$ cat config.mk
export PLATFORM = sky130hd
export DESIGN_NAME = packet_writer
export DESIGN_NICKNAME = d
export VERILOG_FILES = /design/src/pkt_buf_pkg.sv /design/src/packet_writer.sv
export SDC_FILE = /design/constraint.sdc
export NUM_CORES = 1
export LEC_CHECK = 0
export BUFFER_PORTS_ARGS = -buffer_cell sky130_fd_sc_hd__buf_2
export CORE_MARGIN = 8
export CORE_UTILIZATION = 39
export CTS_CLUSTER_DIAMETER = 80
export CTS_CLUSTER_SIZE = 24
export DETAILED_ROUTE_END_ITERATION = 12
export PLACE_DENSITY = 0.88
export SYNTH_ARGS = -nofsm -noshare
export SYNTH_HDL_FRONTEND = slang
export SYNTH_SLANG_ARGS = --single-unit
export TNS_END_PERCENT = 1
$ cat constraint.sdc
create_clock -name clk -period 1.7 [get_ports clk]
set_input_delay 0.085 -clock clk [delete_from_list [all_inputs] [get_ports clk]]
set_output_delay 0.085 -clock clk [all_outputs]
set_load 0.02 [all_outputs]
$ cat src/pkt_buf_pkg.sv
package pkt_buf_pkg;

    // Data path.
    localparam int word_w = 16;
    localparam int page_words = 8;
    localparam int word_idx_w = 3;
    localparam int ecc_w = 8;

    // Header length field, bits 15..7.
    localparam int len_w = 9;

    // Head and tail addresses carry the bank number above the page number.
    localparam int addr_w = 16;
    localparam int bank_w = 5;

    // Output stamp is one bit wider than the input stamp.
    localparam int ts_w = 6;
    localparam logic [ts_w-1:0] ts_invalid = 6'd32;

    typedef enum logic [1:0] {
        wr_idle,
        wr_first_page,
        wr_next_pages
    } wr_state_e;

endpackage

$ cat src/packet_writer.sv
`timescale 1ns/1ps

module packet_writer #(
    parameter int page_count = 2048,
    parameter logic [pkt_buf_pkg::bank_w-1:0] bank_index = '0,
    localparam int aw = $clog2(page_count)
) (
    input  logic                                  clk,
    input  logic                                  rst_n,
    input  logic                                  wr_data_vld,
    input  logic [pkt_buf_pkg::word_w-1:0]        wr_data,
    input  logic                                  wr_end_of_packet,
    input  logic [pkt_buf_pkg::ts_w-2:0]          time_stamp,
    input  logic [aw-1:0]                         next_page,
    input  logic [aw-1:0]                         tail_page,
    output logic                                  sram_we,
    output logic [aw+pkt_buf_pkg::word_idx_w-1:0] sram_addr,
    output logic [pkt_buf_pkg::word_w-1:0]        sram_din,
    output logic                                  page_taken,
    output logic                                  lookahead_req,
    output logic [pkt_buf_pkg::len_w-1:0]         lookahead_words,
    output logic                                  link_we,
    output logic [aw-1:0]                         link_page,
    output logic [aw-1:0]                         link_next,
    output logic                                  word_strobe,
    output logic [pkt_buf_pkg::word_idx_w-1:0]    word_index,
    output logic                                  page_end,
    output logic [3:0]                            dest_port,
    output logic [2:0]                            prior,
    output logic [pkt_buf_pkg::addr_w-1:0]        head_addr,
    output logic [pkt_buf_pkg::addr_w-1:0]        tail_addr,
    output logic                                  cat_request,
    output logic [pkt_buf_pkg::ts_w-1:0]          packet_time_stamp
);

    localparam int page_f_w = pkt_buf_pkg::addr_w - pkt_buf_pkg::bank_w;
    localparam int stamp_w = pkt_buf_pkg::ts_w - 1;

    pkt_buf_pkg::wr_state_e wr_state;
    logic [pkt_buf_pkg::word_idx_w-1:0] word_idx;
    logic [aw-1:0] cur_page;
    logic hdr;
    logic eop;
    logic single_q;
    logic tail_cap;

    assign hdr = (wr_state == pkt_buf_pkg::wr_idle) && wr_data_vld;
    assign eop = wr_data_vld && wr_end_of_packet;
    assign page_end = wr_data_vld &&
                      (word_idx == pkt_buf_pkg::word_idx_w'(pkt_buf_pkg::page_words - 1) ||
                       wr_end_of_packet);

    assign sram_we = wr_data_vld;
    assign sram_addr = {cur_page, word_idx};
    assign sram_din = wr_data;
    assign page_taken = page_end;
    assign link_we = page_end;
    assign link_page = cur_page;
    assign link_next = next_page;
    assign word_strobe = wr_data_vld;
    assign word_index = word_idx;
    assign lookahead_req = hdr;
    assign lookahead_words = wr_data[15:7];

    always_ff @(posedge clk) begin
        if (!rst_n) begin
            wr_state <= pkt_buf_pkg::wr_idle;
        end else begin
            case (wr_state)
                pkt_buf_pkg::wr_idle: begin
                    // A one word packet never leaves idle.
                    if (wr_data_vld && !wr_end_of_packet) begin
                        wr_state <= pkt_buf_pkg::wr_first_page;
                    end
                end
                pkt_buf_pkg::wr_first_page: begin
                    if (eop) begin
                        wr_state <= pkt_buf_pkg::wr_idle;
                    end else if (page_end) begin
                        wr_state <= pkt_buf_pkg::wr_next_pages;
                    end
                end
                pkt_buf_pkg::wr_next_pages: begin
                    if (eop) begin
                        wr_state <= pkt_buf_pkg::wr_idle;
                    end
                end
                default: wr_state <= pkt_buf_pkg::wr_idle;
            endcase
        end
    end

    // Word index and current page advance together at a page end.
    always_ff @(posedge clk) begin
        if (!rst_n) begin
            word_idx <= '0;
            cur_page <= '0;
        end else if (page_end) begin
            word_idx <= '0;
            cur_page <= next_page;
        end else if (wr_data_vld) begin
            word_idx <= word_idx + 1'b1;
        end
    end

    always_ff @(posedge clk) begin
        if (hdr) begin
            dest_port <= wr_data[3:0];
            prior <= wr_data[6:4];
            head_addr <= {bank_index, page_f_w'(cur_page)};
            single_q <= (wr_data[15:7] <= pkt_buf_pkg::len_w'(pkt_buf_pkg::page_words));
        end
        // Queue look-ahead is ready a cycle after the header.
        if (tail_cap) begin
            tail_addr <= single_q ? head_addr : {bank_index, page_f_w'(tail_page)};
        end
    end

    always_ff @(posedge clk) begin
        if (!rst_n) begin
            cat_request <= 1'b0;
            tail_cap <= 1'b0;
        end else begin
            cat_request <= hdr;
            tail_cap <= cat_request;
        end
    end

    // Stamp expires one tick before the free running counter wraps back to it.
    always_ff @(posedge clk) begin
        if (!rst_n) begin
            packet_time_stamp <= pkt_buf_pkg::ts_invalid;
        end else if (hdr) begin
            packet_time_stamp <= {1'b0, time_stamp};
        end else if (!packet_time_stamp[stamp_w] &&
                     stamp_w'(time_stamp + 1'b1) == packet_time_stamp[stamp_w-1:0]) begin
            packet_time_stamp <= pkt_buf_pkg::ts_invalid;
        end
    end

endmodule

Yosys cells after proc, flatten, opt, wreduce, memory -nomap -nowiden
Index checks and enable logic that the tools add are counted.
{"block": "totals", "regBits": 54, "inputBits": 47, "wordCells": 42}
{"block": "classes", "n_addsub": 2, "magnitude_cmp": 1, "eq_ne": 7, "n_mux": 8, "bitwise_logic": 1, "n_reduce_logical": 12}
{"op": "6-bit 2-to-1 mux", "count": 2}
{"op": "11-bit 2-to-1 mux", "count": 1}
{"op": "9-bit by 4-bit less-or-equal comparator with 1-bit output, second input constant", "count": 1}
{"op": "2-bit 2-to-1 mux", "count": 4}
{"op": "2-bit case mux with 3 select lines", "count": 1}
{"op": "5-bit by 1-bit adder with 5-bit output, second input constant", "count": 1}
{"op": "5-bit == test", "count": 1}
{"op": "1-bit logical AND", "count": 5}
{"op": "3-bit by 1-bit adder with 3-bit output, second input constant", "count": 1}
{"op": "3-bit == test, second input constant", "count": 1}
{"op": "3-bit != test, second input constant", "count": 1}
{"op": "3-bit AND reduction", "count": 1}
{"op": "2-bit by 1-bit == test with 1-bit output, second input constant", "count": 1}
{"op": "2-bit == test, second input constant", "count": 1}
{"op": "1-bit logical NOT", "count": 2}
{"op": "2-bit logical NOT", "count": 1}
{"op": "2-bit by 1-bit != test with 1-bit output, second input constant", "count": 1}
{"op": "2-bit != test, second input constant", "count": 1}
{"op": "2-bit nonzero test", "count": 1}
{"op": "2-bit OR reduction", "count": 1}
{"op": "1-bit logical OR", "count": 1}
{"op": "1-bit NOT", "count": 1}

Logic depth before layout (Yosys ltp)
{"block": "logic_depth", "ltp_word": 6, "depth_mapped": 7, "depth_no_buf": 6}

Worst setup path after synthesis
OpenSTA, ideal clock, no wires.
{"block": "synth_timing", "kind": "reg-to-reg", "start": "register wr_state[0]", "end": "register packet_time_stamp[4] (netlist name)", "setup_ns": 0.069, "arrival_ns": 1.991, "required_ns": 1.631, "setup_slack_ns": -0.360, "stages_incl_launch_ff": 6, "synth_period_minus_slack_ns": 2.060, "cell_sequence": "dfxtp_1 -> nor3b_2 -> and2_0 -> clkbuf_1 -> nand2_1 -> o21ai_1"}
{"block": "synth_between", "elab_chain_cells": 3, "elab_cells_between_ends": 4, "classes_between": "mux (1); reduce/logical (3)"}
{"element": "start, declared", "line_no": "packet_writer.sv:39", "rtl": "pkt_buf_pkg::wr_state_e wr_state;"}
{"element": "start signal, assigned", "line_no": "packet_writer.sv:67", "rtl": "wr_state <= pkt_buf_pkg::wr_idle;"}
{"element": "start signal, assigned", "line_no": "packet_writer.sv:73", "rtl": "wr_state <= pkt_buf_pkg::wr_first_page;"}
{"element": "start signal, assigned", "line_no": "packet_writer.sv:78", "rtl": "wr_state <= pkt_buf_pkg::wr_idle;"}
{"element": "2-bit logical NOT *", "line_no": "packet_writer.sv:47", "rtl": "assign hdr = (wr_state == pkt_buf_pkg::wr_idle) && wr_data_vld;"}
{"element": "1-bit logical AND *", "line_no": "packet_writer.sv:47"}
{"element": "named net lookahead_req", "line_no": "packet_writer.sv:20", "rtl": "output logic lookahead_req,"}
{"element": "6-bit 2-to-1 mux / 2-bit nonzero test (equally long branches)"}
{"element": "end signal, assigned", "line_no": "packet_writer.sv:132", "rtl": "packet_time_stamp <= pkt_buf_pkg::ts_invalid;"}
{"element": "end signal, assigned", "line_no": "packet_writer.sv:134", "rtl": "packet_time_stamp <= {1'b0, time_stamp};"}
{"element": "end signal, assigned", "line_no": "packet_writer.sv:137", "rtl": "packet_time_stamp <= pkt_buf_pkg::ts_invalid;"}
{"element": "end, declared", "line_no": "packet_writer.sv:33", "rtl": "output logic [pkt_buf_pkg::ts_w-1:0] packet_time_stamp"}
The timed path passes the listed nets; every way through them passes the cells marked *.
A chain may end at the register's enable or synchronous reset.

Worst setup path after layout
{"block": "layout_timing", "start": "register word_idx (netlist bit word_index[0])", "end": "output port link_we"}
{"block": "layout_between", "elab_chain_cells": 3}
{"element": "start, declared", "line_no": "packet_writer.sv:40", "rtl": "logic [pkt_buf_pkg::word_idx_w-1:0] word_idx;"}
{"element": "start signal, assigned", "line_no": "packet_writer.sv:102", "rtl": "word_idx <= word_idx + 1'b1;"}
{"element": "3-bit == test", "line_no": "packet_writer.sv:50", "rtl": "(word_idx == pkt_buf_pkg::word_idx_w'(pkt_buf_pkg::page_words - 1) ||"}
{"element": "1-bit logical OR", "line_no": "packet_writer.sv:50"}
{"element": "1-bit logical AND", "line_no": "packet_writer.sv:49", "rtl": "assign page_end = wr_data_vld &&"}
{"element": "end, declared", "line_no": "packet_writer.sv:22", "rtl": "output logic link_we,"}
No other way between the ends.

==> reports/summary.txt <==
status = completed
final design utilization = 50.0%
CTS H-tree lvls = 2
Rows = 29
most frequent cells after synthesis = buf_4 (64), nand2_1 (33), edfxtp_1 (30)
worst slack, placed = 0.121 ns
drc violations = 0
Final nets = 387
global-route wire length before repair = 10100 µm
top cell type's share of synthesized area = 34.6%
ys flop type = edfxtp_1
peak supply drop = 0.429 mV
Post-Syn Area = 2600 µm²
RSZ-0062 raised after global routing = false
sw frac = 27.6%
Worst Path Required = 1.62 ns
CTS tree = done
TNS Setup = 0 ns
power per standard cell area = 905 nW/µm²
Final Routed Wirelength = 6420 µm
Final Critical Period = 1.62 ns
Synth area leader = edfxtp_1
share of cells above drive strength 1 = 53.8%
f_max = 0.617 GHz
Clk network pwr share = 28.8%
synthesized area per cell = 11.5 µm²
Top Ports = 163
Antenna Diode Count = 0
RePlAce Congestion = 0.717
Final setup viols = 0
fin crit share = 95.4%
Die ar. = 9550 µm²
Final Hold Vio Count = 0
EDFF count, synth = 30
detailed-route wire length per cell = 15.5 µm
First-pass DRT Iterations = 4
share of power burned in registers = 51.7%
grt ovf = 0
Final ANT Viol Nets = 0
CP Capture Type = output port
top cells by area, synth = edfxtp_1 (35%), dfxtp_1 (18%), buf_4 (18%)
Root Buffer = clkbuf_8
Yosys reg bits = 54
sw power = 0.805 mW
asr flop ratio synth = 0%
detailed-placement wirelength estimate = 5120 µm
P_int = 2.11 mW
CTS Buffer Depth = 2
largest net degree at the start of global routing = 21
Synth Instances = 227
DR vias/cell = 4.48
1st-iter DRT viols = 39
final slew viol count = 0
core area = 6420 µm²
Distinct cells, synth = 39
Comb power frac = 19.6%
die width = 97.7 µm
register area share after synthesis = 53.0%
HP Class = input pin to flip-flop
Max-Cap Viols = 0
Synthesis Warnings = 0
Total Routing Usage GR = 13.1%
Worst Clk Skew = 0.00440 ns
Pleak = 1.53 nW
WS Path Type = flip-flop to output port
vias in the first global route = 1968
most numerous cell in the Yosys netlist = buf_4
Critical Path Source Type = flip-flop
# port buffers = 152
clock latency at the later pin of the worst-skew pair = 0.30 ns
die height = 97.7 µm
CP max FO = 6
Clk pin slew, worst setup/hold paths = 0.09 ns
worst path arrival time = 1.54 ns
initial antenna violation count = 0
clock sinks = 54
routed via count = 1860
total CTS buffers = 5
initial core utilization = 40.6%
Area Growth Syn to Fin = 23.4%
post-route setup slack = 0.0789 ns
critical path: stages, from the launching register on:
cell     delay (ns)
dfxtp_1        0.36
ha_1           0.21
ha_1           0.21
o21ai_1        0.20
inv_2          0.09
buf_2          0.17
power groups by stage:
stage          logic [mW]  clock network [mW]  registers [mW]
3_3_place_gp        0.549                   0            1.53
2_1_floorplan       0.357                   0            1.60
3_5_place_dp        0.560                   0            1.53
4_1_cts             0.578               0.867            1.50
6_report            0.569               0.837            1.50
5_1_grt             0.612               0.918            1.52
worst paths after layout:
| kind | startpoint | end | slack (ns) | cells after the start |
|---|---|---|---|---|
| worst max register to register | word_index[0]$_SDFFE_PP0P_ | link_page[2]$_SDFFE_PN0P_ | 0.20 | 6 |
| worst min register to register | cat_request$_SDFF_PN0_ | tail_cap$_SDFF_PN0_ | 0.48 | 1 |
| worst min-delay path | time_stamp[1] | packet_time_stamp[1]$_SDFFE_PN0P_ | 0.03 | 3 |
| worst max-delay path | word_index[0]$_SDFFE_PP0P_ | link_we | 0.08 | 5 |
flip-flops by register name (all words and copies together) (netlist names):
| signal | flops |
|---|---|
| word_index | 3 |
| prior | 3 |
| tail_addr | 11 |
| tail_cap | 1 |
| link_page | 11 |
| cat_request | 1 |
| single_q | 1 |
| wr_state | 2 |
| head_addr | 11 |
| packet_time_stamp | 6 |
| dest_port | 4 |
placed cells by master, fill, tap and decap left out, types with 2 or more instances in the layout:
| cell type | Yosys | routed |
|---|---|---|
| mux2i_1 | 2 | 2 |
| nand2_1 | 33 | 33 |
| buf_2 | 2 | 152 |
| xnor2_1 | 4 | 4 |
| a21boi_0 | 11 | 11 |
| mux2_2 | 12 | 12 |
| dfxtp_1 | 24 | 24 |
| edfxtp_1 | 30 | 30 |
| a211oi_1 | 2 | 2 |
| o21ai_1 | 5 | 6 |
| buf_4 | 64 | 5 |
| xor2_1 | 2 | 2 |
| dlygate4sd3_1 | 0 | 7 |
| nor2_1 | 4 | 4 |
| clkbuf_8 | 0 | 5 |
| conb_1 | 1 | 10 |
| ha_1 | 3 | 3 |
what timing repair did:
action                                  CTS  global route
resized for setup                         1             0
endpoints found under the setup margin    3             0
endpoints found under the hold margin     7             0
setup buffers                             2             0
hold buffers                              7             0
final cells by class:
class                   instances  area, µm²
fillers                       584       3210
inverters                       2       7.51
multi-input cells             110        751
clock inverters                 2       37.5
flip-flops and latches         54       1380
clock buffers                   6       72.6
well taps                      77       96.3
repair buffers                164        868
metal layers:
layer | routed length (µm) | track usage, %
met2 | 3590 | 25.0
met1 | 2340 | 12.7
met3 | 409 | 4.76
met4 | 74 | 3.96
met5 | 0 | 0
logic make-up (layout without fill, tap and decap cells):
group	after synthesis	in the layout	synth area share [%]
adder cells (fa/ha/maj)	3	3	1.44
AND/OR/NAND/NOR	49	49	8.65
other	1	10	0.144
XOR/XNOR	7	7	2.64
AO/OA/AOI/OAI	27	27	8.45
multiplexers	14	14	5.96
flip-flops	54	54	53.0
buffers and inverters	72	174	19.7
stage by stage:
| step | cells | hold slack, ns | power [mW] | area, µm² |
|---|---|---|---|---|
| finish | 415 | 0.0342 | 2.91 | 3210 |
| global route | 415 | 0.0269 | 3.05 | 3210 |
| CTS | 415 | 0.0228 | 2.95 | 3210 |
| detailed placement | 398 | 0.276 | 2.09 | 3020 |
| global placement | 398 | 0.272 | 2.08 | 3020 |
| floorplan | 236 | 0.184 | 1.96 | 2650 |
(Power assumes the default switching activity.)
